## config.mk

```make
export PLATFORM = sky130hd
export DESIGN_NAME = fetch_unit_flat
export DESIGN_NICKNAME = d
export VERILOG_FILES = /design/src/rtl/loader_pkg.sv /design/src/rtl/imem_port_if.sv /design/src/rtl/fetch_unit.sv /design/src/flat_wrapper.sv
export SDC_FILE = /design/constraint.sdc
export NUM_CORES = 1
export LEC_CHECK = 0
export BUFFER_PORTS_ARGS = -buffer_cell sky130_fd_sc_hd__buf_2
export CORE_UTILIZATION = 37
export CTS_BUF_LIST = sky130_fd_sc_hd__clkbuf_16
export CTS_CLUSTER_DIAMETER = 50
export DETAILED_ROUTE_END_ITERATION = 8
export MAX_ROUTING_LAYER = met4
export PLACE_DENSITY = 0.83
export RECOVER_POWER = 50
export SKIP_CTS_REPAIR_TIMING = 1
export SYNTH_ARGS = -nofsm -noshare
export SYNTH_HDL_FRONTEND = slang
export SYNTH_SLANG_ARGS = --single-unit
```

## constraint.sdc

```tcl
create_clock -name clock -period 1.9 [get_ports clock]
set_clock_uncertainty 0.2 [all_clocks]
set_input_delay 0.19 -clock clock [delete_from_list [all_inputs] [get_ports clock]]
set_output_delay 0.19 -clock clock [all_outputs]
set_load 0.01 [all_outputs]
```

## src/rtl/loader_pkg.sv

```systemverilog
package loader_pkg;

    // byte and word geometry
    localparam int BYTE_W         = 8;
    localparam int WORD_W         = 32;
    localparam int BYTES_PER_WORD = 4;

    // instruction memory and pc
    localparam int IMEM_DEPTH = 128;
    localparam int ADDR_W     = 7;

    // register file index width
    localparam int REG_ADDR_W = 5;

    // width of the loaded word counter
    localparam int COUNT_W = 16;

    // baud timing, 16x oversampling
    localparam int CLKS_PER_TICK = 163;
    localparam int TICKS_PER_BIT = 16;

    // transmitter FSM
    typedef enum logic [1:0] {
        TX_IDLE,
        TX_START,
        TX_DATA,
        TX_STOP
    } tx_state_t;

    // receiver FSM
    typedef enum logic [1:0] {
        RX_IDLE,
        RX_START,
        RX_DATA,
        RX_STOP
    } rx_state_t;

endpackage
```

## src/rtl/imem_port_if.sv

```systemverilog
`timescale 1ns/1ps

interface imem_port_if;
    import loader_pkg::*;

    // write side, owned by the loader
    logic              wr_en;
    logic [ADDR_W-1:0] wr_addr;
    logic [WORD_W-1:0] wr_data;

    // read side, address from fetch, data from memory
    logic              rd_en;
    logic [ADDR_W-1:0] rd_addr;
    logic [WORD_W-1:0] rd_data;

    modport loader (output wr_en, output wr_addr, output wr_data);
    modport fetch  (output rd_en, output rd_addr, input rd_data);
    modport memory (input wr_en, input wr_addr, input wr_data,
                    input rd_en, input rd_addr, output rd_data);

endinterface

```

## src/rtl/fetch_unit.sv

```systemverilog
`timescale 1ns/1ps

module fetch_unit (
    input  logic                          clock,
    input  logic                          rst_i,
    input  logic                          fetch_en_i,
    input  logic                          jump_i,
    input  logic [loader_pkg::ADDR_W-1:0] next_addr_i,
    imem_port_if.fetch                    mem,
    output logic [loader_pkg::ADDR_W-1:0] pc_o,
    output logic [loader_pkg::WORD_W-1:0] instruction_o,
    output logic                          instr_valid_o
);
    import loader_pkg::*;

    logic [ADDR_W-1:0] pc_q;
    logic [ADDR_W-1:0] fetch_addr;
    logic              fetched_q;

    // jump overrides the sequential pc
    assign fetch_addr  = jump_i ? next_addr_i : pc_q;
    assign mem.rd_en   = fetch_en_i;
    assign mem.rd_addr = fetch_addr;

    always_ff @(posedge clock) begin
        if (rst_i) begin
            pc_q          <= '0;
            pc_o          <= '0;
            instr_valid_o <= 1'b0;
            fetched_q     <= 1'b0;
        end else begin
            // valid lines up with the registered memory read
            instr_valid_o <= fetch_en_i;
            if (fetch_en_i) begin
                pc_o      <= fetch_addr;
                // natural wrap at depth
                pc_q      <= fetch_addr + 1'b1;
                fetched_q <= 1'b1;
            end
        end
    end

    // zero until the first fetch
    assign instruction_o = fetched_q ? mem.rd_data : '0;

endmodule

```

## src/flat_wrapper.sv

```systemverilog
// flat-port wrapper written by rule: the top's interface ports become plain ports
module fetch_unit_flat import loader_pkg::*;
  (clock, rst_i, fetch_en_i, jump_i, next_addr_i, pc_o, instruction_o, instr_valid_o, mem_rd_en, mem_rd_addr, mem_rd_data);
  imem_port_if mem_i ();
  input  logic clock;
  input  logic rst_i;
  input  logic fetch_en_i;
  input  logic jump_i;
  input  logic [loader_pkg::ADDR_W-1:0] next_addr_i;
  output logic [loader_pkg::ADDR_W-1:0] pc_o;
  output logic [loader_pkg::WORD_W-1:0] instruction_o;
  output logic instr_valid_o;
  output wire logic [$bits(mem_i.rd_en)-1:0] mem_rd_en;
  output wire logic [$bits(mem_i.rd_addr)-1:0] mem_rd_addr;
  input wire logic [$bits(mem_i.rd_data)-1:0] mem_rd_data;
  assign mem_rd_en = mem_i.rd_en;
  assign mem_rd_addr = mem_i.rd_addr;
  assign mem_i.rd_data = mem_rd_data;
  fetch_unit u_core (.clock(clock), .rst_i(rst_i), .fetch_en_i(fetch_en_i), .jump_i(jump_i), .next_addr_i(next_addr_i), .mem(mem_i), .pc_o(pc_o), .instruction_o(instruction_o), .instr_valid_o(instr_valid_o));
endmodule
```

### After elaboration in Yosys (flattened, before gate mapping)

Cells that the tools add are included.

* muxes and demuxes: 2
* add/subtract/negate cells: 1

Operators by type and width (number)
* $mux 32: 1
* $add 7x1->7 const B: 1
* $mux 7: 1

* word-level logic and storage cells: 7
* output and inout bits: 48
* input port bits: 43
* register bits after elaboration: 16

### Depth between registers and ports, before layout

Gate-level depths: netlist of the first run.

* word-level depth: 2
* gate-level depth with buffers: 7
* mapped depth without buffers: 6

### Worst setup path after synthesis of the first run

Ideal clock, no wire load.

* path kind: input to register
* start: input port jump_i
* end: register u_core.pc_q[6]
* buffers on the path: 1
* setup slack: 150 ps
* required time: 1616 ps
* arrival: 1466 ps
* cell stages on the path: 7
* library setup time: 84 ps
* path through: buf_6 mux2i_2 inv_1 ha_1 and2_4 and3_1 o31ai_2

* longest elaborated chain between the ends: 2

Ends and longest elaborated chain
* start: declaration: line flat_wrapper.sv:8 `input logic jump_i;`
* $mux 7: line fetch_unit.sv:21 `assign fetch_addr = jump_i ? next_addr_i : pc_q;`
* named net mem_rd_addr[0]: line flat_wrapper.sv:14 `output wire logic [$bits(mem_i.rd_addr)-1:0] mem_rd_addr;`
* $add 7x1->7: line fetch_unit.sv:37 `pc_q <= fetch_addr + 1'b1;`
* end signal: assignment: line fetch_unit.sv:37
* end: declaration: line fetch_unit.sv:16 `logic [ADDR_W-1:0] pc_q;`

The timed path passes the listed nets, and every way through them passes these cells.
A chain may end at the register's enable or synchronous reset.

### Worst setup path after layout of the first run

* start: input port jump_i
* end: output port mem_rd_addr[4]

* longest elaborated chain between the ends: 1

Ends and longest elaborated chain (line)
* $mux 7: fetch_unit.sv:21
* end: declaration: flat_wrapper.sv:14

No other way between the ends.

==> results.sh, run 1 <==
export IMPL_synth_area_leaders="dfxtp_1 32%, and2_1 20%, mux2i_4 6.7%, nor2_1 5.2%, mux2i_1 4.9%"
export IMPL_crit_fanout=5
export IMPL_grt_setup_unrepaired="false"
export IMPL_grt_busiest_layer="met2"
export IMPL_grt_pass1_vias=933
export IMPL_design_area_mm2=0.00156
export IMPL_die_w_um=54.3
export IMPL_synthCells=116
export IMPL_synth_top_area_share_pct=31.6
export IMPL_synth_common_cells="32 x and2_1, 16 x dfxtp_1, 14 x nor2_1, 6 x a211oi_1"
export IMPL_ant_nets=0
export IMPL_gp_congestion=0.782
export IMPL_timing_final_crit_period_ns=1.65
export IMPL_instances_no_fill=236
export IMPL_crit_type="input port to output port"
export IMPL_drt_pass1_iter_count=4
export IMPL_worst_pin_slew_ns=0.573
export IMPL_worstHoldStart="rst_i"
export IMPL_drtIter0Drc=12
export IMPL_cts_sinks=16
export IMPL_relSlewSlack_pct=61.8
export IMPL_viasPerCell=4.76
export IMPL_diodes=0
export IMPL_async_flop_share_pct=0
export IMPL_drc=0
export IMPL_clockBufferDepth=2
export IMPL_grtUsageMet1_pct=19.2
export IMPL_syn_nets=160
export IMPL_critPathArrivalTime_ns=1.26
export IMPL_fin_tns_setup_ns=0
export IMPL_timing_rr_start="u_core.pc_q[0]"
export IMPL_end_kind="output port"
export IMPL_die_area_mm2=0.00295
export IMPL_setup_viol=0
export IMPL_num_rows=18
export IMPL_numCtsBuffers=3
export IMPL_ys_flop_type="dfxtp_1"
export IMPL_ys_warn_count=0
export IMPL_die_y_um=54.3
export IMPL_dr_total_vias=1123
export IMPL_ys_seq_area_share_pct=31.6
export IMPL_routedWlPerCell_um=11.7
export IMPL_syn_cell_area_mm2=0.00101
export IMPL_initial_core_util_pct=40.2
export IMPL_cp_start_kind="input port"
export IMPL_grt_ovfl_total=0
export IMPL_dpl_hpwl_um=2220
export IMPL_pin_count=91
export IMPL_p_leak_uw=0.000818
export IMPL_met2_usage_pct=35.4
export IMPL_fill_cells=245
export IMPL_grt_use_total_pct=19.2
export IMPL_powerDensity_mw_per_mm2=682
export IMPL_hp_class="input port to register"
export IMPL_vdd_ir_drop_max_v=0.000560
export IMPL_cts_max_level=1
export IMPL_fmax_mhz=607
export IMPL_final_layout_size_suffix_gt1_share_pct=44.2
export IMPL_clockRootBuffer="clkbuf_16"
export IMPL_core_mm2=0.00252
export IMPL_clk_latency_ns=0.25
export IMPL_status="finished clean"
export IMPL_placedCellCount=233
export IMPL_grt_first_pass_wirelength_um=3900
export IMPL_grt_met3_usage_pct=3.89
export IMPL_grt_antenna_before_repair=0
export IMPL_cts_tree="yes"
export IMPL_synth_area_per_cell_um2=8.74
export IMPL_hold_violations=0
export IMPL_fin_crit_sh_pct=86.7
export IMPL_drv_slew=0
export IMPL_io_buffers=90
export IMPL_clk_pin_slew_worst_paths_ns=0.05
export IMPL_yosysTopAreaCell="dfxtp_1"
export IMPL_grt_max_degree=34
export IMPL_yosysMostFrequentCell="and2_1"
export IMPL_areaGrowthSynthToFinish_pct=53.5
export IMPL_worst_ep_required_time_ns=1.51
export IMPL_synth_edf_count=0
export IMPL_maxCapViolations=0
export IMPL_startpoint="jump_i"
export IMPL_ys_types=32
export IMPL_wirelength_um=2760
export IMPL_post_dp_cell_area_mm2=0.00151
export IMPL_synth_seq_cells=16
export IMPL_fin_nets=252
==> stage by stage <==
stage / hold slack (ns) / setup WS, ns / power, uW / utilization (%)
finish: 0.0913 / 0.252 / 1060 / 61.7
global route: 0.0915 / 0.167 / 1120 / 61.7
CTS: 0.0836 / 0.322 / 1080 / 62.8
detailed placement: 0.277 / 0.199 / 674 / 59.9
global placement: 0.272 / 0.240 / 668 / 59.9
floorplan: 0.0628 / 0.150 / 546 / -
==> layer usage <==
layer	vias up	part of all wire, %
met1	489	40
met5	-	0
met2	63	48
li1	566	-
met3	5	9.7
met4	0	1.8
==> placed cells by master, fill, tap and decap left out, types with 5 or more instances in the layout <==
master	count
nor2_1	14
mux2i_1	5
clkbuf_1	18
a211oi_1	6
dfxtp_1	16
buf_2	74
and2_1	32
inv_1	5
==> worst max-delay path: stages <==
cell	delay [ns]
clkbuf_1	0.27
buf_12	0.18
mux2i_2	0.36
inv_1	0.10
buf_2	0.16
==> layout make-up <==
cell class	instances	area, um^2	area share (%)
tap	30	37.5	2.41
sequential	16	320	20.6
multi-input combinational	85	626	40.2
timing repair buffer	95	470	30.2
clock buffer	3	75.1	4.83
inverter	7	26.3	1.69
==> power by group <==
| part | switching (uW) | internal [uW] | total (uW) | leakage [uW] |
|---|---|---|---|---|
| Sequential | 14.0 | 361 | 376 | 0.000132 |
| Combinational | 146 | 135 | 281 | 0.000649 |
| Clock | 127 | 276 | 403 | 0.0000370 |
==> path summary, 6_finish.rpt <==
path | endpoint | slack [ns] | cells past startpoint
max reg2reg | u_core.pc_q[4] | 0.29 | 6
min reg2reg | u_core.pc_o[0] | 0.28 | 2
max | mem_rd_addr[4] | 0.25 | 5
min | u_core.fetched_q | 0.09 | 2
==> registers in the layout, indices dropped and copies added (netlist names) <==
signal and count:
u_core.pc_o 7, u_core.pc_q 7, u_core.fetched_q 1, u_core.instr_valid_o 1
==> kinds of logic after synthesis <==
kind of cell	Yosys count	synth area share [%]
AND/OR/NAND/NOR	60	34.4
flip-flops	16	31.6
buffers and inverters	15	6.67
AO/OA/AOI/OAI	12	9.75
multiplexers	11	15.4
XOR/XNOR	1	0.864
adder cells (fa/ha/maj)	1	1.23
Note: power is estimated with default switching activity, not from simulation.
==> run 2: changes to the inputs <==
- clock period: 1.9 -> 1.6 ns (I/O delays scaled with it)
==> run 2 against run 1 <==
Compared with the run above:
- core utilization up 3.5 points
- cell count is 3.8% higher
- power up 23%
- die area unchanged
- global-route usage rose by 0.94 points
- combinational power increased by 29%
- non-clock buffer count grew 8
- sequential power is 19% higher
- wire length decreased by 0.43%
- largest power group unchanged
==> results.sh, run 2 (same netlist as run 1, synthesis figures left out) <==
export IMPL_wirelength_um=2750
export IMPL_fin_nets=260
export IMPL_crit_chain="mux2i_4 > inv_1 > buf_4 > buf_2"
export IMPL_cpPeakStageDelay_ns=0.34
export IMPL_worst_pin_slew_ns=0.536
export IMPL_fmax_mhz=651
export IMPL_fin_util_pct=65.1
export IMPL_die_w_um=54.3
export IMPL_clockBufferDepth=2
export IMPL_timing_final_crit_period_ns=1.54
export IMPL_gp_congestion=0.877
export IMPL_final_layout_size_suffix_gt1_share_pct=47.4
export IMPL_dr_total_vias=1128
export IMPL_instances_no_fill=245
export IMPL_core_mm2=0.00252
export IMPL_status="finished clean"
export IMPL_cp_start_kind="register"
export IMPL_die_area_mm2=0.00295
export IMPL_pin_count=91
export IMPL_cts_tree="yes"
export IMPL_fill_cells=241
export IMPL_num_rows=18
export IMPL_end_kind="output port"
export IMPL_grt_antenna_before_repair=0
export IMPL_cts_sinks=16
export IMPL_setup_viol=0
export IMPL_clockRootBuffer="clkbuf_16"
export IMPL_power_uw=1300
export IMPL_grt_ovfl_total=0
export IMPL_grt_max_degree=34
export IMPL_grt_use_total_pct=20.2
export IMPL_reg_top3="u_core.pc_o (7), u_core.pc_q (7)"
export IMPL_final_common_cell="buf_2"
export IMPL_grt_first_pass_wirelength_um=4010
export IMPL_drv_slew=0
export IMPL_diodes=0
export IMPL_clk_pin_slew_worst_paths_ns=0.05
export IMPL_fin_crit_sh_pct=96.0
export IMPL_drtIter0Drc=19
export IMPL_routedWlPerCell_um=11.2
export IMPL_dpl_hpwl_um=2200
export IMPL_grt_pass1_vias=945
export IMPL_crit_fanout=3
export IMPL_ant_nets=0
export IMPL_crit_type="register to output port"
export IMPL_worst_ep_required_time_ns=1.24
export IMPL_powerDensity_mw_per_mm2=794
export IMPL_drt_pass1_iter_count=4
export IMPL_areaGrowthSynthToFinish_pct=62.1
export IMPL_io_buffers=90
export IMPL_p_leak_uw=0.000853
export IMPL_vdd_ir_drop_max_v=0.000907
export IMPL_slowest_stage="dfxtp_1"
export IMPL_viasPerCell=4.60
export IMPL_hold_violations=0
export IMPL_initial_core_util_pct=40.2
export IMPL_die_y_um=54.3
export IMPL_fin_hold_ws_ns=0.0751
export IMPL_clk_latency_ns=0.25
export IMPL_cts_max_level=1
export IMPL_layout_common_cells="74 x buf_2, 32 x and2_1, 19 x clkbuf_1"
export IMPL_numCtsBuffers=3
export IMPL_drc=0
export IMPL_relSlewSlack_pct=64.3
export IMPL_placedCellCount=241
export IMPL_hp_class="input port to register"
export IMPL_critPathArrivalTime_ns=1.18
export IMPL_maxCapViolations=0
export IMPL_grt_setup_unrepaired="false"
## run 2: worst paths after layout
check | from | end | slack (ns) | cells past startpoint
worst max-delay path | u_core.pc_q[3] | mem_rd_addr[3] | 0.06 | 4
worst min-delay path | rst_i | u_core.pc_q[1] | 0.08 | 2
worst max register to register | u_core.pc_q[1] | u_core.pc_q[4] | 0.10 | 6
worst min register to register | u_core.pc_o[1] | u_core.pc_o[1] | 0.28 | 2
## run 2: routing by layer
metal  routed length [um]  vias up  share of wire (%)  global-route usage (%)
met2                 1260       62                 46                    33.9
met1                 1170      473                 43                    22.4
met5                    0        -                  0                       -
met4                   49        0                1.8                    10.3
met3                  272        5                9.9                    4.17
li1                     -      588                  -                       -
## run 2: per-stage QoR
step,setup slack (ns),setup TNS (ns),cell area [um^2]
2_1_floorplan,0.00135,0,1040
3_3_place_gp,-0.00188,-0.00188,1590
3_5_place_dp,-0.0336,-0.0438,1590
4_1_cts,0.0612,0,1670
5_1_grt,0.0250,0,1640
6_report,0.0638,0,1640
## run 2: worst max-delay path: cells and delay by family (launching register included)
kind | cells | cell delay (ns)
multiplexers | 1 | 0.22
flip-flops | 1 | 0.34
buffers and inverters | 3 | 0.36
## run 2: report_power, final
part	switching [uW]	leakage, uW	internal [uW]
clock	160	0.0000385	332
sequential	19.0	0.000133	430
combinational	179	0.000681	184
## run 2: cell type report
cell class              instances  area, um^2  area share (%)
clock inverters                 1        3.75           0.228
multi-input cells              85         649            39.5
clock buffers                   3        75.1            4.57
flip-flops and latches         16         322            19.6
inverters                       7        26.3            1.60
well taps                      30        37.5            2.28
repair buffers                103         529            32.2
==> run 3: changes to the inputs <==
- CORE_MARGIN: not set -> 3
- REMOVE_ABC_BUFFERS: not set -> 1
==> run 3 against run 2 <==
Compared with the run above:
- wire length up 18%
- combinational power up 5.5%
- count of clock-buffer cells in the layout stayed put
- worst setup slack worse by 0.021 ns
- sequential power is essentially flat
- fmax decreased by 1.3%
- die area grew 15%
- critical path type is now register to register
- largest power group unchanged
==> results.sh, run 3 (same netlist as run 1, synthesis figures left out) <==
export IMPL_comb_power_share_pct=29.5
export IMPL_routedWlPerCell_um=13.2
export IMPL_grt_antenna_before_repair=0
export IMPL_fin_crit_sh_pct=97.3
export IMPL_cp_start_kind="register"
export IMPL_die_y_um=58.3
export IMPL_r2r_setup_slack_ns=0.04
export IMPL_core_mm2=0.00254
export IMPL_crit_fanout=3
export IMPL_die_area_mm2=0.00340
export IMPL_vdd_ir_drop_max_v=0.000683
export IMPL_crit_chain="mux2i_2 > inv_2 > ha_4 > buf_4 > xnor2_1 > mux2i_1 > nor2_1"
export IMPL_final_common_cell="buf_2"
export IMPL_final_layout_size_suffix_gt1_share_pct=52.8
export IMPL_num_rows=18
export IMPL_drv_slew=0
export IMPL_critPathArrivalTime_ns=1.54
export IMPL_grt_ovfl_total=0
export IMPL_maxCapViolations=0
export IMPL_worst_pin_slew_ns=0.619
export IMPL_io_buffers=90
export IMPL_clk_pin_slew_worst_paths_ns=0.05
export IMPL_relSlewSlack_pct=58.7
export IMPL_dpl_hpwl_um=2450
export IMPL_setup_ws_ns=0.0430
export IMPL_cpPeakStageDelay_ns=0.32
export IMPL_numCtsBuffers=3
export IMPL_clockBufferDepth=2
export IMPL_worst_ep_required_time_ns=1.58
export IMPL_viasPerCell=4.67
export IMPL_hp_class="input port to register"
export IMPL_cts_max_level=1
export IMPL_grt_pass1_vias=996
export IMPL_drtIter0Drc=51
export IMPL_timing_rr_start="u_core.pc_q[0]"
export IMPL_drt_pass1_iter_count=4
export IMPL_power_uw=1300
export IMPL_p_leak_uw=0.000876
export IMPL_power_frac_seq_pct=34.5
export IMPL_pwr_share_clk_pct=36.0
export IMPL_crit_type="register to register"
export IMPL_diodes=0
export IMPL_grt_use_total_pct=17.0
export IMPL_rr_endpoint="u_core.pc_q[2]"
export IMPL_end_kind="register"
export IMPL_clockRootBuffer="clkbuf_16"
export IMPL_p_sw_uw=352
export IMPL_startpoint="u_core.pc_q[0]"
export IMPL_timing_final_crit_period_ns=1.56
export IMPL_gp_congestion=0.925
export IMPL_fin_nets=262
export IMPL_cts_sinks=16
export IMPL_p_int_uw=947
export IMPL_setup_viol=0
export IMPL_drc=0
export IMPL_ant_nets=0
export IMPL_grt_max_degree=34
export IMPL_crit_end="u_core.pc_q[2]"
export IMPL_pin_count=91
export IMPL_grt_first_pass_wirelength_um=4460
export IMPL_hold_violations=0
export IMPL_slowest_stage="dfxtp_2"
export IMPL_wirelength_um=3240
export IMPL_die_w_um=58.3
export IMPL_areaGrowthSynthToFinish_pct=62.8
export IMPL_layout_common_cells="80 x buf_2, 32 x and2_1, 15 x dfxtp_1"
export IMPL_cts_tree="yes"
export IMPL_initial_core_util_pct=39.8
export IMPL_clk_latency_ns=0.24
export IMPL_dr_total_vias=1149
export IMPL_r2r_cells=7
export IMPL_powerDensity_mw_per_mm2=787
export IMPL_reg_top3="u_core.pc_o (7), u_core.pc_q (7)"
export IMPL_pre_cts_ws_ns=-0.0219
export IMPL_fin_tns_setup_ns=0
export IMPL_fmax_mhz=642
export IMPL_swShare_pct=27.1
export IMPL_status="finished clean"
==> run 3: layout make-up <==
class / count / area (um^2)
timing repair buffer: 105 / 543
clock buffer: 3 / 75.1
multi-input combinational: 85 / 647
tap: 30 / 37.5
sequential: 16 / 322
fill: 233 / 895
inverter: 7 / 26.3
==> run 3: power by group through the flow <==
stage / clock network (uW) / registers (uW) / logic [uW]
3_3_place_gp: 0 / 454 / 359
3_5_place_dp: 0 / 454 / 365
2_1_floorplan: 0 / 465 / 160
4_1_cts: 477 / 447 / 368
5_1_grt: 488 / 451 / 416
6_report: 468 / 449 / 383
==> run 3: worst min path at each step <==
stage               start               end  depth (start not counted)
2_1_floorplan       rst_i  u_core.fetched_q                          1
3_3_place_gp        rst_i  u_core.fetched_q                          2
3_5_place_dp        rst_i  u_core.fetched_q                          2
4_1_cts             rst_i  u_core.fetched_q                          2
5_1_grt        fetch_en_i    u_core.pc_o[5]                          2
6_report       fetch_en_i    u_core.pc_o[4]                          2
==> run 3: per-layer routing <==
metal	global-route usage, %	share of wire, %	vias to the layer above
li1	-	-	587
met2	30.3	50	67
met3	4.17	11	2
met4	1.99	0.43	0
met1	19.8	38	493
met5	-	0	-
==> run 3: worst max-delay path: cells and delay by family (launching register included) <==
family | cells | cell delay, ns
flip-flops | 1 | 0.32
XOR/XNOR | 1 | 0.19
AND/OR/NAND/NOR | 1 | 0.11
adder cells (fa/ha/maj) | 1 | 0.17
multiplexers | 2 | 0.29
buffers and inverters | 2 | 0.21
==> run 3: through the flow <==
| step | utilization, % | instances | instance area [um^2] | hold WS (ns) |
|---|---|---|---|---|
| CTS | 63.9 | 243 | 1630 | -0.000241 |
| finish | 64.8 | 246 | 1650 | 0.0670 |
| detailed placement | 60.9 | 240 | 1550 | 0.248 |
| global placement | 60.9 | 240 | 1550 | 0.250 |
| floorplan | - | 108 | 972 | 0.0324 |
| global route | 64.8 | 246 | 1650 | 0.0899 |
