$ cat config.mk
export PLATFORM = sky130hd
export DESIGN_NAME = instr_loader_flat
export DESIGN_NICKNAME = d
export VERILOG_FILES = /design/src/rtl/loader_pkg.sv /design/src/rtl/imem_port_if.sv /design/src/rtl/instr_loader.sv /design/src/flat_wrapper.sv
export SDC_FILE = /design/constraint.sdc
export NUM_CORES = 1
export LEC_CHECK = 0
export BUFFER_PORTS_ARGS = -buffer_cell sky130_fd_sc_hd__buf_2
export CAP_MARGIN = 20
export CORE_ASPECT_RATIO = 0.7
export CORE_MARGIN = 2
export CORE_UTILIZATION = 53
export DETAILED_ROUTE_END_ITERATION = 7
export GPL_TIMING_DRIVEN = 0
export HOLD_SLACK_MARGIN = 0.05
export MAX_ROUTING_LAYER = met4
export PLACE_DENSITY = 0.83
export SLEW_MARGIN = 10
export SYNTH_ARGS = -nofsm -noshare
export SYNTH_HDL_FRONTEND = slang
export SYNTH_SLANG_ARGS = --single-unit
$ cat constraint.sdc
create_clock -name clock -period 3.2 [get_ports clock]
set_input_delay 0.48 -clock clock [delete_from_list [all_inputs] [get_ports clock]]
set_output_delay 0.48 -clock clock [all_outputs]
set_load 0.01 [all_outputs]
$ cat src/rtl/loader_pkg.sv
package loader_pkg;

    // byte and word geometry
    localparam int BYTE_W         = 8;
    localparam int WORD_W         = 32;
    localparam int BYTES_PER_WORD = 4;

    // instruction memory and pc
    localparam int IMEM_DEPTH = 128;
    localparam int ADDR_W     = 7;

    // register file index width
    localparam int REG_ADDR_W = 5;

    // width of the loaded word counter
    localparam int COUNT_W = 16;

    // baud timing, 16x oversampling
    localparam int CLKS_PER_TICK = 163;
    localparam int TICKS_PER_BIT = 16;

    // transmitter FSM
    typedef enum logic [1:0] {
        TX_IDLE,
        TX_START,
        TX_DATA,
        TX_STOP
    } tx_state_t;

    // receiver FSM
    typedef enum logic [1:0] {
        RX_IDLE,
        RX_START,
        RX_DATA,
        RX_STOP
    } rx_state_t;

endpackage
$ cat src/rtl/imem_port_if.sv
`timescale 1ns/1ps

interface imem_port_if;
    import loader_pkg::*;

    // write side, owned by the loader
    logic              wr_en;
    logic [ADDR_W-1:0] wr_addr;
    logic [WORD_W-1:0] wr_data;

    // read side, address from fetch, data from memory
    logic              rd_en;
    logic [ADDR_W-1:0] rd_addr;
    logic [WORD_W-1:0] rd_data;

    modport loader (output wr_en, output wr_addr, output wr_data);
    modport fetch  (output rd_en, output rd_addr, input rd_data);
    modport memory (input wr_en, input wr_addr, input wr_data,
                    input rd_en, input rd_addr, output rd_data);

endinterface

$ cat src/rtl/instr_loader.sv
`timescale 1ns/1ps

module instr_loader (
    input  logic                           clock,
    input  logic                           rst_i,
    input  logic [loader_pkg::BYTE_W-1:0]  byte_i,
    input  logic                           byte_done_i,
    imem_port_if.loader                    mem,
    output logic [loader_pkg::COUNT_W-1:0] load_count_o
);
    import loader_pkg::*;

    logic [$clog2(BYTES_PER_WORD)-1:0] byte_cnt;
    logic [WORD_W-1:0]                 word_q;
    logic [ADDR_W-1:0]                 addr_q;
    logic                              wr_q;
    logic                              word_full;

    // fourth byte of the group arriving
    assign word_full = byte_done_i && (byte_cnt == BYTES_PER_WORD - 1);

    always_ff @(posedge clock) begin
        if (rst_i) begin
            byte_cnt     <= '0;
            wr_q         <= 1'b0;
            load_count_o <= '0;
        end else begin
            wr_q <= word_full;
            if (byte_done_i) begin
                byte_cnt <= byte_cnt + 1'b1;
            end
            // count moves together with the write
            if (word_full) begin
                load_count_o <= load_count_o + 1'b1;
            end
        end
    end

    // bytes enter at the top, first one ends in 7:0
    always_ff @(posedge clock) begin
        if (byte_done_i) begin
            word_q <= {byte_i, word_q[WORD_W-1:BYTE_W]};
        end
        // address taken before the count moves, wraps at depth
        if (word_full) begin
            addr_q <= load_count_o[ADDR_W-1:0];
        end
    end

    assign mem.wr_en   = wr_q;
    assign mem.wr_addr = addr_q;
    assign mem.wr_data = word_q;

endmodule

$ cat src/flat_wrapper.sv
// flat-port wrapper written by rule: the top's interface ports become plain ports
module instr_loader_flat import loader_pkg::*;
  (clock, rst_i, byte_i, byte_done_i, load_count_o, mem_wr_en, mem_wr_addr, mem_wr_data);
  imem_port_if mem_i ();
  input  logic clock;
  input  logic rst_i;
  input  logic [loader_pkg::BYTE_W-1:0] byte_i;
  input  logic byte_done_i;
  output logic [loader_pkg::COUNT_W-1:0] load_count_o;
  output wire logic [$bits(mem_i.wr_en)-1:0] mem_wr_en;
  output wire logic [$bits(mem_i.wr_addr)-1:0] mem_wr_addr;
  output wire logic [$bits(mem_i.wr_data)-1:0] mem_wr_data;
  assign mem_wr_en = mem_i.wr_en;
  assign mem_wr_addr = mem_i.wr_addr;
  assign mem_wr_data = mem_i.wr_data;
  instr_loader u_core (.clock(clock), .rst_i(rst_i), .byte_i(byte_i), .byte_done_i(byte_done_i), .mem(mem_i), .load_count_o(load_count_o));
endmodule
; Word level (Yosys, flattened, before mapping)
; Index checks and enable logic that the tools add are counted.
[word_totals]
elab_cells = 9
out_inout_bits = 56
regBits = 58
input_bits = 11
[classes]
reduce_logical = 1
add_sub_neg = 2
n_eq_ne = 1
[op_table]
columns = cell, count
row1 = $add 16x1->16 const B, 1
row2 = $add 2x1->2 const B, 1
row3 = $eq 2x2->1 const B, 1
row4 = $logic_and 1x1->1, 1

; Depth between registers and ports, before layout
; Gate-level depths: netlist of run 1.
[depth]
ltp_word = 2
ltp_mapped = 6
mapped_depth_nobuf = 6

; Worst setup path before layout of run 1
; Ideal clock, no wire load.
[synth_timing]
path_kind = input -> register
start = input port byte_done_i
end = register u_core.load_count_o[15] (netlist name)
path_stages = 5
setup_time_ns = 0.121
n_path_buf = 1
path_slack_ns = 1.586
required_time_ns = 3.079
arrival_time_ns = 1.493
cell_sequence = buf_2 and4_1 nand3_1 nor4_1 mux2_2
[synth_via]
elab_chain_cells = 1
[synth_lines]
columns = item, line
row1 = "start, declared", flat_wrapper.sv:8  ; input logic byte_done_i;
row2 = $logic_and 1x1->1, instr_loader.sv:20  ; assign word_full = byte_done_i && (byte_cnt == BYTES_PER_WORD - 1);
row3 = "end signal, assigned", instr_loader.sv:34  ; load_count_o <= load_count_o + 1'b1;
row4 = "end, declared", instr_loader.sv:9  ; output logic [loader_pkg::COUNT_W-1:0] load_count_o
; Every way passes these cells.
; A chain may end at the register's enable or synchronous reset.

; Final worst setup path of run 1
; Same ends and word-level chain as after synthesis.

==> results of run 1 <==
## per-stage QoR
| stage | hold WS [ns] | power [uW] | setup WS (ns) | std cells | instance area, um2 |
|---|---|---|---|---|---|
| after CTS | 0.301 | 1560 | 1.04 | 267 | 2590 |
| after detailed placement | 0.429 | 935 | 0.672 | 251 | 2400 |
| after global placement | 0.430 | 930 | 0.757 | 251 | 2400 |
| after global routing | 0.300 | 1600 | 0.856 | 267 | 2590 |
| final | 0.331 | 1530 | 1.01 | 267 | 2590 |
| after floorplan | 0.465 | 889 | 1.59 | 135 | 2010 |
## cell usage in the layout (no fill, tap or decap), drive strengths merged
cell type,n
mux2,1
o31ai,1
edfxtp,39
o21ai,2
nand2,9
xor2,7
nand3,5
nor4,4
clkbuf,11
bufinv,1
nor3,1
buf,67
nor2,16
dfxtp,19
inv,2
nor2b,1
nand4,8
clkinv,6
a21oi,3
or3,1
and4,3
xnor2,5
nand2b,1
or4,1
ha,2
mux2i,1
## metal layers
| metal | wire length [um] | share of wire, % | up-vias |
|---|---|---|---|
| li1 | - | - | 653 |
| met4 | 46 | 1.2 | 0 |
| met3 | 285 | 7.3 | 9 |
| met5 | 0 | 0 | - |
| met1 | 1560 | 40 | 624 |
| met2 | 2020 | 52 | 50 |
## sequential cells by signal (all words and copies together), names as in the netlist
signal	flops
u_core.mem.wr_data	32
u_core.byte_cnt	2
u_core.mem.wr_en	1
u_core.mem.wr_addr	7
u_core.load_count_o	16
## kinds of logic (layout without fill, tap and decap cells)
family / count (synthesis) / in the layout
muxes: 2 / 2
AOI/OAI and AO/OA: 6 / 6
and+or+nand+nor: 50 / 50
xor gates and xnor gates: 12 / 12
buffers and inverters: 5 / 87
adders and majority gates: 2 / 2
DFF: 58 / 58
## critical path: cells and delay by family
family	cells	cell delay, ns
buffers and inverters	2	0.83
multiplexers	1	0.38
AND/OR/NAND/NOR	3	0.70
## worst paths after layout
check	startpoint	end	slack, ns	depth (start not counted)
worst max-delay path	byte_done_i	u_core.load_count_o[15]$_SDFFE_PP0P_	1.01	6
worst min register to register	u_core.mem.wr_data[17]$_DFFE_PP_	u_core.mem.wr_data[9]$_DFFE_PP_	0.44	0
worst max register to register	u_core.byte_cnt[0]$_SDFFE_PP0P_	u_core.load_count_o[15]$_SDFFE_PP0P_	1.41	5
worst min-delay path	byte_i[4]	u_core.mem.wr_data[28]$_DFFE_PP_	0.33	1
## layout make-up
class                           count  area share, %
Buffer                              3          0.484
Clock buffer                        9           4.79
Clock inverter                      7           2.32
Inverter                            2          0.290
Multi-Input combinational cell     72           16.9
Sequential cell                    58           60.0
Tap cell                           50           2.42
Timing Repair Buffer               66           12.8
## power breakdown
group | total, uW | internal, uW | switching [uW]
clock network | 616 | 350 | 265
registers | 849 | 835 | 14.2
logic | 69.5 | 27.1 | 42.4
total | 1530 | 1210 | 322
==> flow_summary.json, run 1 <==
{
  "utilization_pct": 72.2,
  "vdd_drop_max_uv": 438,
  "ant_nets": 0,
  "tritoncts": "done",
  "drc": 0,
  "grt_pass1_vias": 1283,
  "critPathRequiredTime_ns": 3.41,
  "yosysTopAreaCellShare_pct": 58.3,
  "timing_worst_slew_pin_value_ns": 0.671,
  "grtUsageMet2_pct": 31.4,
  "status": "complete, no violations",
  "post_cts_buffers": 0,
  "insertion_delay_ns": 0.33,
  "root_buffer": "clkbuf_8",
  "synthSimpleGateAreaFrac_pct": 12.6,
  "crit_top_cell": "buf_2",
  "power.density_nw_per_um2": 593,
  "avgSynthCellArea_um2": 14.9,
  "setup-violations-final": 0,
  "maxSlewViolCount": 0,
  "clock_skew_ns": 0.00790,
  "dp_hpwl_um": 2790,
  "grt_max_degree": 34,
  "startpoint_type": "input port",
  "grt.total_usage_pct": 21.0,
  "synth_top_area_cell": "edfxtp_1",
  "firstDrtPassIters": 4,
  "cp_slowest_cell": "buf_2",
  "antenna_found_initial": 0,
  "critPathCaptureType": "register",
  "ys_types": 25,
  "critPathKind": "in -> reg",
  "gp_congestion": 0.856,
  "cts-resized-gates": 0,
  "synth_mux_area_share_pct": 1.06,
  "ios": 67,
  "cts.path.max_buffers": 2,
  "via_per_inst": 5.00,
  "rsz0062_at_grt": "no",
  "synth_top_family_by_area": "simple AND/OR/NAND/NOR gates",
  "synthAdderAreaFrac_pct": 1.25,
  "cts_hold_buffers": 0,
  "ys_seq_area_share_pct": 77.2,
  "numClockSinks": 58,
  "use_met3_pct": 12.1,
  "fp-row-count": 18,
  "synth-xor-area-share_pct": 5.23,
  "port_buffers": 66,
  "fmax_mhz": 458,
  "start_util_pct": 56.1,
  "nets": 225,
  "synth_most_common_cell": "edfxtp_1",
  "fp.dieH_um": 55.5,
  "numCtsBuffers": 9,
  "synth_common_cells": "edfxtp_1, dfxtp_1, nor2_1, nand2_1, nand4_1",
  "multiInputGateArea_um2": 438,
  "synth_edf_count": 39,
  "ys.flop_type": "edfxtp_1",
  "synthCells": 135,
  "min_path_type": "in -> reg",
  "diodes": 0,
  "seqCellArea_um2": 1550,
  "via_count": 1336,
  "crit_fanout": 33,
  "yosys-top-cells-area": "edfxtp_1, dfxtp_1, xor2_1, nor2_1, nand4_1",
  "syn-cell-area_um2": 2010,
  "worstPathCellList": "buf_2 > buf_2 > and4_1 > nand3_1 > nor4_1 > mux2_2",
  "synth_compound_gate_area_share_pct": 1.62,
  "use_met1_pct": 23.6,
  "grt_first_pass_wirelength_um": 6350,
  "syn_nets": 148,
  "cpPeakStageDelay_ns": 0.53,
  "htree_levels": 3,
  "relSlewSlack_pct": 55.3,
  "synthArstFlopShare_pct": 0,
  "leakagePower_uw": 0.00106,
  "hold_violations": 0,
  "clk_pin_slew_ns": 0.06,
  "die_w_um": 77.6,
  "drt-total-wl_um": 3910,
  "fillers": 245,
  "fin_crit_sh_pct": 68.3,
  "ys_ff_latch": 58,
  "period_needed_ns": 2.19,
  "coreArea_um2": 3580,
  "wl_per_cell_um": 14.6,
  "drt_iter0_drc": 53,
  "syn_to_final_growth_pct": 28.7,
  "tns_ns": 0,
  "drv_cap": 0,
  "ys_warn_count": 0,
  "top_usage_layer": "met2",
  "drive_gt1_share_pct": 39.2,
  "crit_arrival_ns": 2.40,
  "dieArea_um2": 4310,
  "globalRouteOverflowTotal": 0
}
Power figures use the tool's default switching activity.
==> inputs of run 2 (changes only) <==
--- a/config.mk
+++ b/config.mk
@@ -9,12 +9,12 @@
 export CAP_MARGIN = 20
 export CORE_ASPECT_RATIO = 0.7
 export CORE_MARGIN = 2
-export CORE_UTILIZATION = 53
+export CORE_UTILIZATION = 44
 export DETAILED_ROUTE_END_ITERATION = 7
 export GPL_TIMING_DRIVEN = 0
 export HOLD_SLACK_MARGIN = 0.05
 export MAX_ROUTING_LAYER = met4
-export PLACE_DENSITY = 0.83
+export PLACE_DENSITY = 0.74
 export SLEW_MARGIN = 10
 export SYNTH_ARGS = -nofsm -noshare
 export SYNTH_HDL_FRONTEND = slang
==> constraint.sdc (replaced) <==
create_clock -name clock -period 1.8 [get_ports clock]
set_input_delay 0.27 -clock clock [delete_from_list [all_inputs] [get_ports clock]]
set_output_delay 0.27 -clock clock [all_outputs]
set_load 0.01 [all_outputs]
==> run 2 against run 1 <==
Effect of this change:
- total power is 100% higher
- clock skew is 0.0038 ns lower
- routed wire length is 3.6% lower
- die area is 19% higher
- design area is 2.9% higher
- sequential share of layout area is 1.6 points lower
- worst setup slack worse by 0.89 ns
- via count is 2.3% lower
- sequential power is 78% higher
- clock power is 130% higher
- critical path type is now reg -> reg
- critical endpoint unchanged
==> flow_summary.json, run 2 (same netlist as run 1, synthesis figures left out) <==
{
  "via_per_inst": 4.80,
  "final_common_cell": "buf_2",
  "ant_nets": 0,
  "grt_first_pass_wirelength_um": 5930,
  "die_w_um": 84.8,
  "insertion_delay_ns": 0.33,
  "fmax_mhz": 596,
  "drt_iter0_drc": 87,
  "hold_violations": 0,
  "power.density_nw_per_um2": 1150,
  "drt-total-wl_um": 3770,
  "root_buffer": "clkbuf_8",
  "leakagePower_uw": 0.00108,
  "crit_fanout": 5,
  "drv_cap": 0,
  "drc": 0,
  "top_layer_used": "met4",
  "vdd_drop_max_uv": 673,
  "diodes": 0,
  "startpoint_type": "register",
  "rr_worst_depth": 5,
  "min_path_cells": 1,
  "fin_crit_sh_pct": 93.2,
  "htree_levels": 3,
  "post_cts_buffers": 0,
  "timing_worst_slew_pin_value_ns": 0.469,
  "grt_max_degree": 34,
  "setup_slack_ns": 0.122,
  "fillers": 360,
  "whs_ns": 0.110,
  "antenna_found_initial": 0,
  "period_needed_ns": 1.68,
  "met1Wirelength_um": 1760,
  "final_cell_mix": "buf_2, edfxtp_1, dfxtp_1",
  "clk_pin_slew_ns": 0.06,
  "critPathRequiredTime_ns": 2.02,
  "globalRouteOverflowTotal": 0,
  "relSlewSlack_pct": 68.7,
  "rsz0062_at_grt": "no",
  "gp_congestion": 0.779,
  "firstDrtPassIters": 4,
  "start_util_pct": 46.1,
  "min_path_type": "in -> reg",
  "pre_cts_ws_ns": -0.515,
  "numClockSinks": 58,
  "multiInputGateArea_um2": 445,
  "nets": 225,
  "ios": 67,
  "tritoncts": "done",
  "status": "complete, no violations",
  "critPathCaptureType": "register",
  "fp.dieH_um": 60.5,
  "largest_register_ffs": 32,
  "via_count": 1305,
  "numCtsBuffers": 9,
  "coreArea_um2": 4350,
  "drive_gt1_share_pct": 40.1,
  "cts_hold_buffers": 0,
  "met3_length_um": 210,
  "grt.total_usage_pct": 16.9,
  "critPathKind": "reg -> reg",
  "crit_arrival_ns": 1.90,
  "dieArea_um2": 5130,
  "tns_ns": 0,
  "syn_to_final_growth_pct": 32.4,
  "maxSlewViolCount": 0,
  "cts.path.max_buffers": 2,
  "fp-row-count": 20,
  "setup-violations-final": 0,
  "grt_pass1_vias": 1156,
  "wl_met2_um": 1750,
  "wl_per_cell_um": 13.9,
  "clock_skew_ns": 0.00408,
  "dp_hpwl_um": 2600,
  "seqCellArea_um2": 1550,
  "port_buffers": 66
}
-- run 2: area by class of cell --
| class | instances | area share, % |
|---|---|---|
| Tap cell | 55 | 2.59 |
| Buffer | 3 | 0.470 |
| Timing Repair Buffer | 66 | 12.5 |
| Sequential cell | 58 | 58.3 |
| Multi-Input combinational cell | 72 | 16.7 |
| Clock inverter | 6 | 3.90 |
| Inverter | 2 | 0.282 |
| Clock buffer | 10 | 5.17 |
-- run 2: routing by layer --
layer  GRT usage [%]  vias up
met4            8.16        0
met1            20.8      611
met2            23.8       34
met5               -        -
li1                -      653
met3            7.89        7
-- run 2: through the flow --
stage               utilization [%]  area, um2  instances  power (uW)
finish                         61.1       2660        272        3060
global route                   61.1       2660        272        3170
CTS                            60.9       2650        272        3100
detailed placement             55.3       2410        256        1660
global placement               55.3       2410        256        1660
floorplan                         -       2010        135        1580
-- run 2: critical path, cell delays in order (launching register included) --
cell     delay, ns
dfxtp_1       0.35
ha_1          0.23
and4_2        0.32
nand3_1       0.10
nor4_2        0.19
mux2_2        0.36
-- run 2: timing repair --
item                       in CTS  in global routing
gates resized for setup         1                  3
setup endpoints to repair       2                  4
cloned                          0                  0
-- run 2: final timing paths --
kind,end,start,slack (ns)
worst max-delay path,u_core.load_count_o[15]$_SDFFE_PP0P_,u_core.byte_cnt[0]$_SDFFE_PP0P_,0.12
worst max register to register,u_core.load_count_o[15]$_SDFFE_PP0P_,u_core.byte_cnt[0]$_SDFFE_PP0P_,0.12
worst min-delay path,u_core.mem.wr_data[25]$_DFFE_PP_,byte_i[1],0.11
worst min register to register,u_core.mem.wr_data[14]$_DFFE_PP_,u_core.mem.wr_data[22]$_DFFE_PP_,0.44
-- run 2: report_power, final --
part / switching, uW / internal [uW]
clock: 482 / 947
sequential: 24.2 / 1480
combinational: 75.6 / 48.8
==> inputs of run 3 (changes only) <==
--- a/config.mk
+++ b/config.mk
@@ -15,6 +15,7 @@
 export HOLD_SLACK_MARGIN = 0.05
 export MAX_ROUTING_LAYER = met4
 export PLACE_DENSITY = 0.74
+export REMOVE_ABC_BUFFERS = 1
 export SLEW_MARGIN = 10
 export SYNTH_ARGS = -nofsm -noshare
 export SYNTH_HDL_FRONTEND = slang
==> run 3 against run 2 <==
Effect of this change:
- design area fell by 2.8%
- final cell count fell by 1.1%
- combinational power barely moved
- largest power group unchanged
- critical endpoint unchanged
- clock skew fell by 0.00058 ns
- sequential share of layout area rose by 1.7 points
- via count fell by 0.15%
- first-iteration DRC count rose by 32%
- sequential power barely moved
- worst hold slack improved by 0.012 ns
- non-clock buffer count fell by 3
- critical path type unchanged
- largest cell class unchanged
- register-to-register slack barely moved
- worst setup slack got worse by 0.014 ns
==> flow_summary.json, run 3 (same netlist as run 1, synthesis figures left out) <==
{
  "largest_register_ffs": 32,
  "final_common_cell": "buf_2",
  "hold_violations": 0,
  "ant_nets": 0,
  "post_cts_buffers": 0,
  "nets": 222,
  "die_w_um": 84.8,
  "gp_congestion": 0.768,
  "drive_gt1_share_pct": 39.7,
  "ios": 67,
  "startpoint_type": "register",
  "htree_levels": 3,
  "antenna_found_initial": 0,
  "tns_ns": 0,
  "globalRouteOverflowTotal": 0,
  "fmax_mhz": 591,
  "syn_to_final_growth_pct": 28.7,
  "via_count": 1303,
  "drv_cap": 0,
  "cts.path.max_buffers": 2,
  "maxSlewViolCount": 0,
  "period_needed_ns": 1.69,
  "coreArea_um2": 4350,
  "clk_pin_slew_ns": 0.06,
  "drt_iter0_drc": 115,
  "dp_hpwl_um": 2540,
  "grt.total_usage_pct": 16.0,
  "critPathCaptureType": "register",
  "insertion_delay_ns": 0.32,
  "drt-total-wl_um": 3790,
  "fp.dieH_um": 60.5,
  "grt_first_pass_wirelength_um": 5760,
  "min_path_type": "in -> reg",
  "final_cell_mix": "buf_2, edfxtp_1, dfxtp_1",
  "numCtsBuffers": 9,
  "power.density_nw_per_um2": 1020,
  "relSlewSlack_pct": 69.0,
  "grt_max_degree": 40,
  "fin_crit_sh_pct": 94.0,
  "timing_worst_slew_pin_value_ns": 0.465,
  "via_per_inst": 4.84,
  "wl_per_cell_um": 14.1,
  "grt_pass1_vias": 1175,
  "pre_cts_ws_ns": -0.349,
  "crit_fanout": 5,
  "tritoncts": "done",
  "crit_arrival_ns": 1.90,
  "numClockSinks": 58,
  "status": "complete, no violations",
  "setup_slack_ns": 0.107,
  "rrSetupSlack_ns": 0.11,
  "critPathKind": "reg -> reg",
  "start_util_pct": 46.1,
  "critPathRequiredTime_ns": 2.01,
  "port_buffers": 66,
  "firstDrtPassIters": 5,
  "clock_skew_ns": 0.00350,
  "root_buffer": "clkbuf_8",
  "setup-violations-final": 0,
  "rsz0062_at_grt": "no",
  "fp-row-count": 20,
  "diodes": 0,
  "vdd_drop_max_uv": 493,
  "dieArea_um2": 5130,
  "leakagePower_uw": 0.00104,
  "cts_hold_buffers": 0,
  "drc": 0
}
==> run 3: changes by cell type in the layout (fill, tap and decap cells not counted) <==
cell	delta
bufinv_16	-3
buf_2	-1
clkbuf_8	+1
nor4_1	-1
nor4_2	+1
==> run 3: final cells by class <==
type	count	area [um2]
timing repair buffer	66	333
sequential	58	1550
fill	375	1770
inverter	2	7.51
clock inverter	3	13.8
tap	55	68.8
multi-input combinational	72	452
clock buffer	13	159
==> run 3: worst paths after layout <==
| check | startpoint | to | depth (start not counted) |
|---|---|---|---|
| worst max-delay path | u_core.byte_cnt[0]$_SDFFE_PP0P_ | u_core.load_count_o[15]$_SDFFE_PP0P_ | 5 |
| worst min-delay path | byte_i[5] | u_core.mem.wr_data[29]$_DFFE_PP_ | 1 |
| worst max register to register | u_core.byte_cnt[0]$_SDFFE_PP0P_ | u_core.load_count_o[15]$_SDFFE_PP0P_ | 5 |
| worst min register to register | u_core.mem.wr_data[31]$_DFFE_PP_ | u_core.mem.wr_data[23]$_DFFE_PP_ | 0 |
==> run 3: repair_timing <==
item,CTS,global route
setup endpoints to repair,1,3
gates resized for setup,1,4
gates cloned,0,0
endpoints found under the hold margin,0,0
==> run 3: critical path, cell delays in order (launching register included) <==
cell	delay, ns
dfxtp_1	0.35
ha_1	0.23
and4_2	0.32
nand3_1	0.09
nor4_1	0.21
mux2_2	0.37
==> run 3: layer usage <==
layer / global-route usage [%] / up-vias / share of wire [%]
li1: - / 646 / -
met1: 20.2 / 621 / 46
met2: 21.7 / 26 / 47
met3: 6.53 / 10 / 4.6
met4: 9.98 / 0 / 2.1
met5: - / - / 0
==> run 3: power by group <==
part / internal [uW] / switching (uW)
Clock: 566 / 446
Combinational: 47.2 / 74.1
Sequential: 1480 / 24.0
Total: 2100 / 544
==> run 3: stage by stage <==
step | std cells | total power (uW) | hold WS [ns] | util (%) | area (um2)
2_1_floorplan | 132 | 1570 | 0.339 | - | 2000
3_3_place_gp | 253 | 1650 | 0.425 | 55.0 | 2400
3_5_place_dp | 253 | 1660 | 0.426 | 55.0 | 2400
4_1_cts | 269 | 2690 | 0.0932 | 59.1 | 2570
5_1_grt | 269 | 2750 | 0.0979 | 59.4 | 2590
6_report | 269 | 2640 | 0.122 | 59.4 | 2590
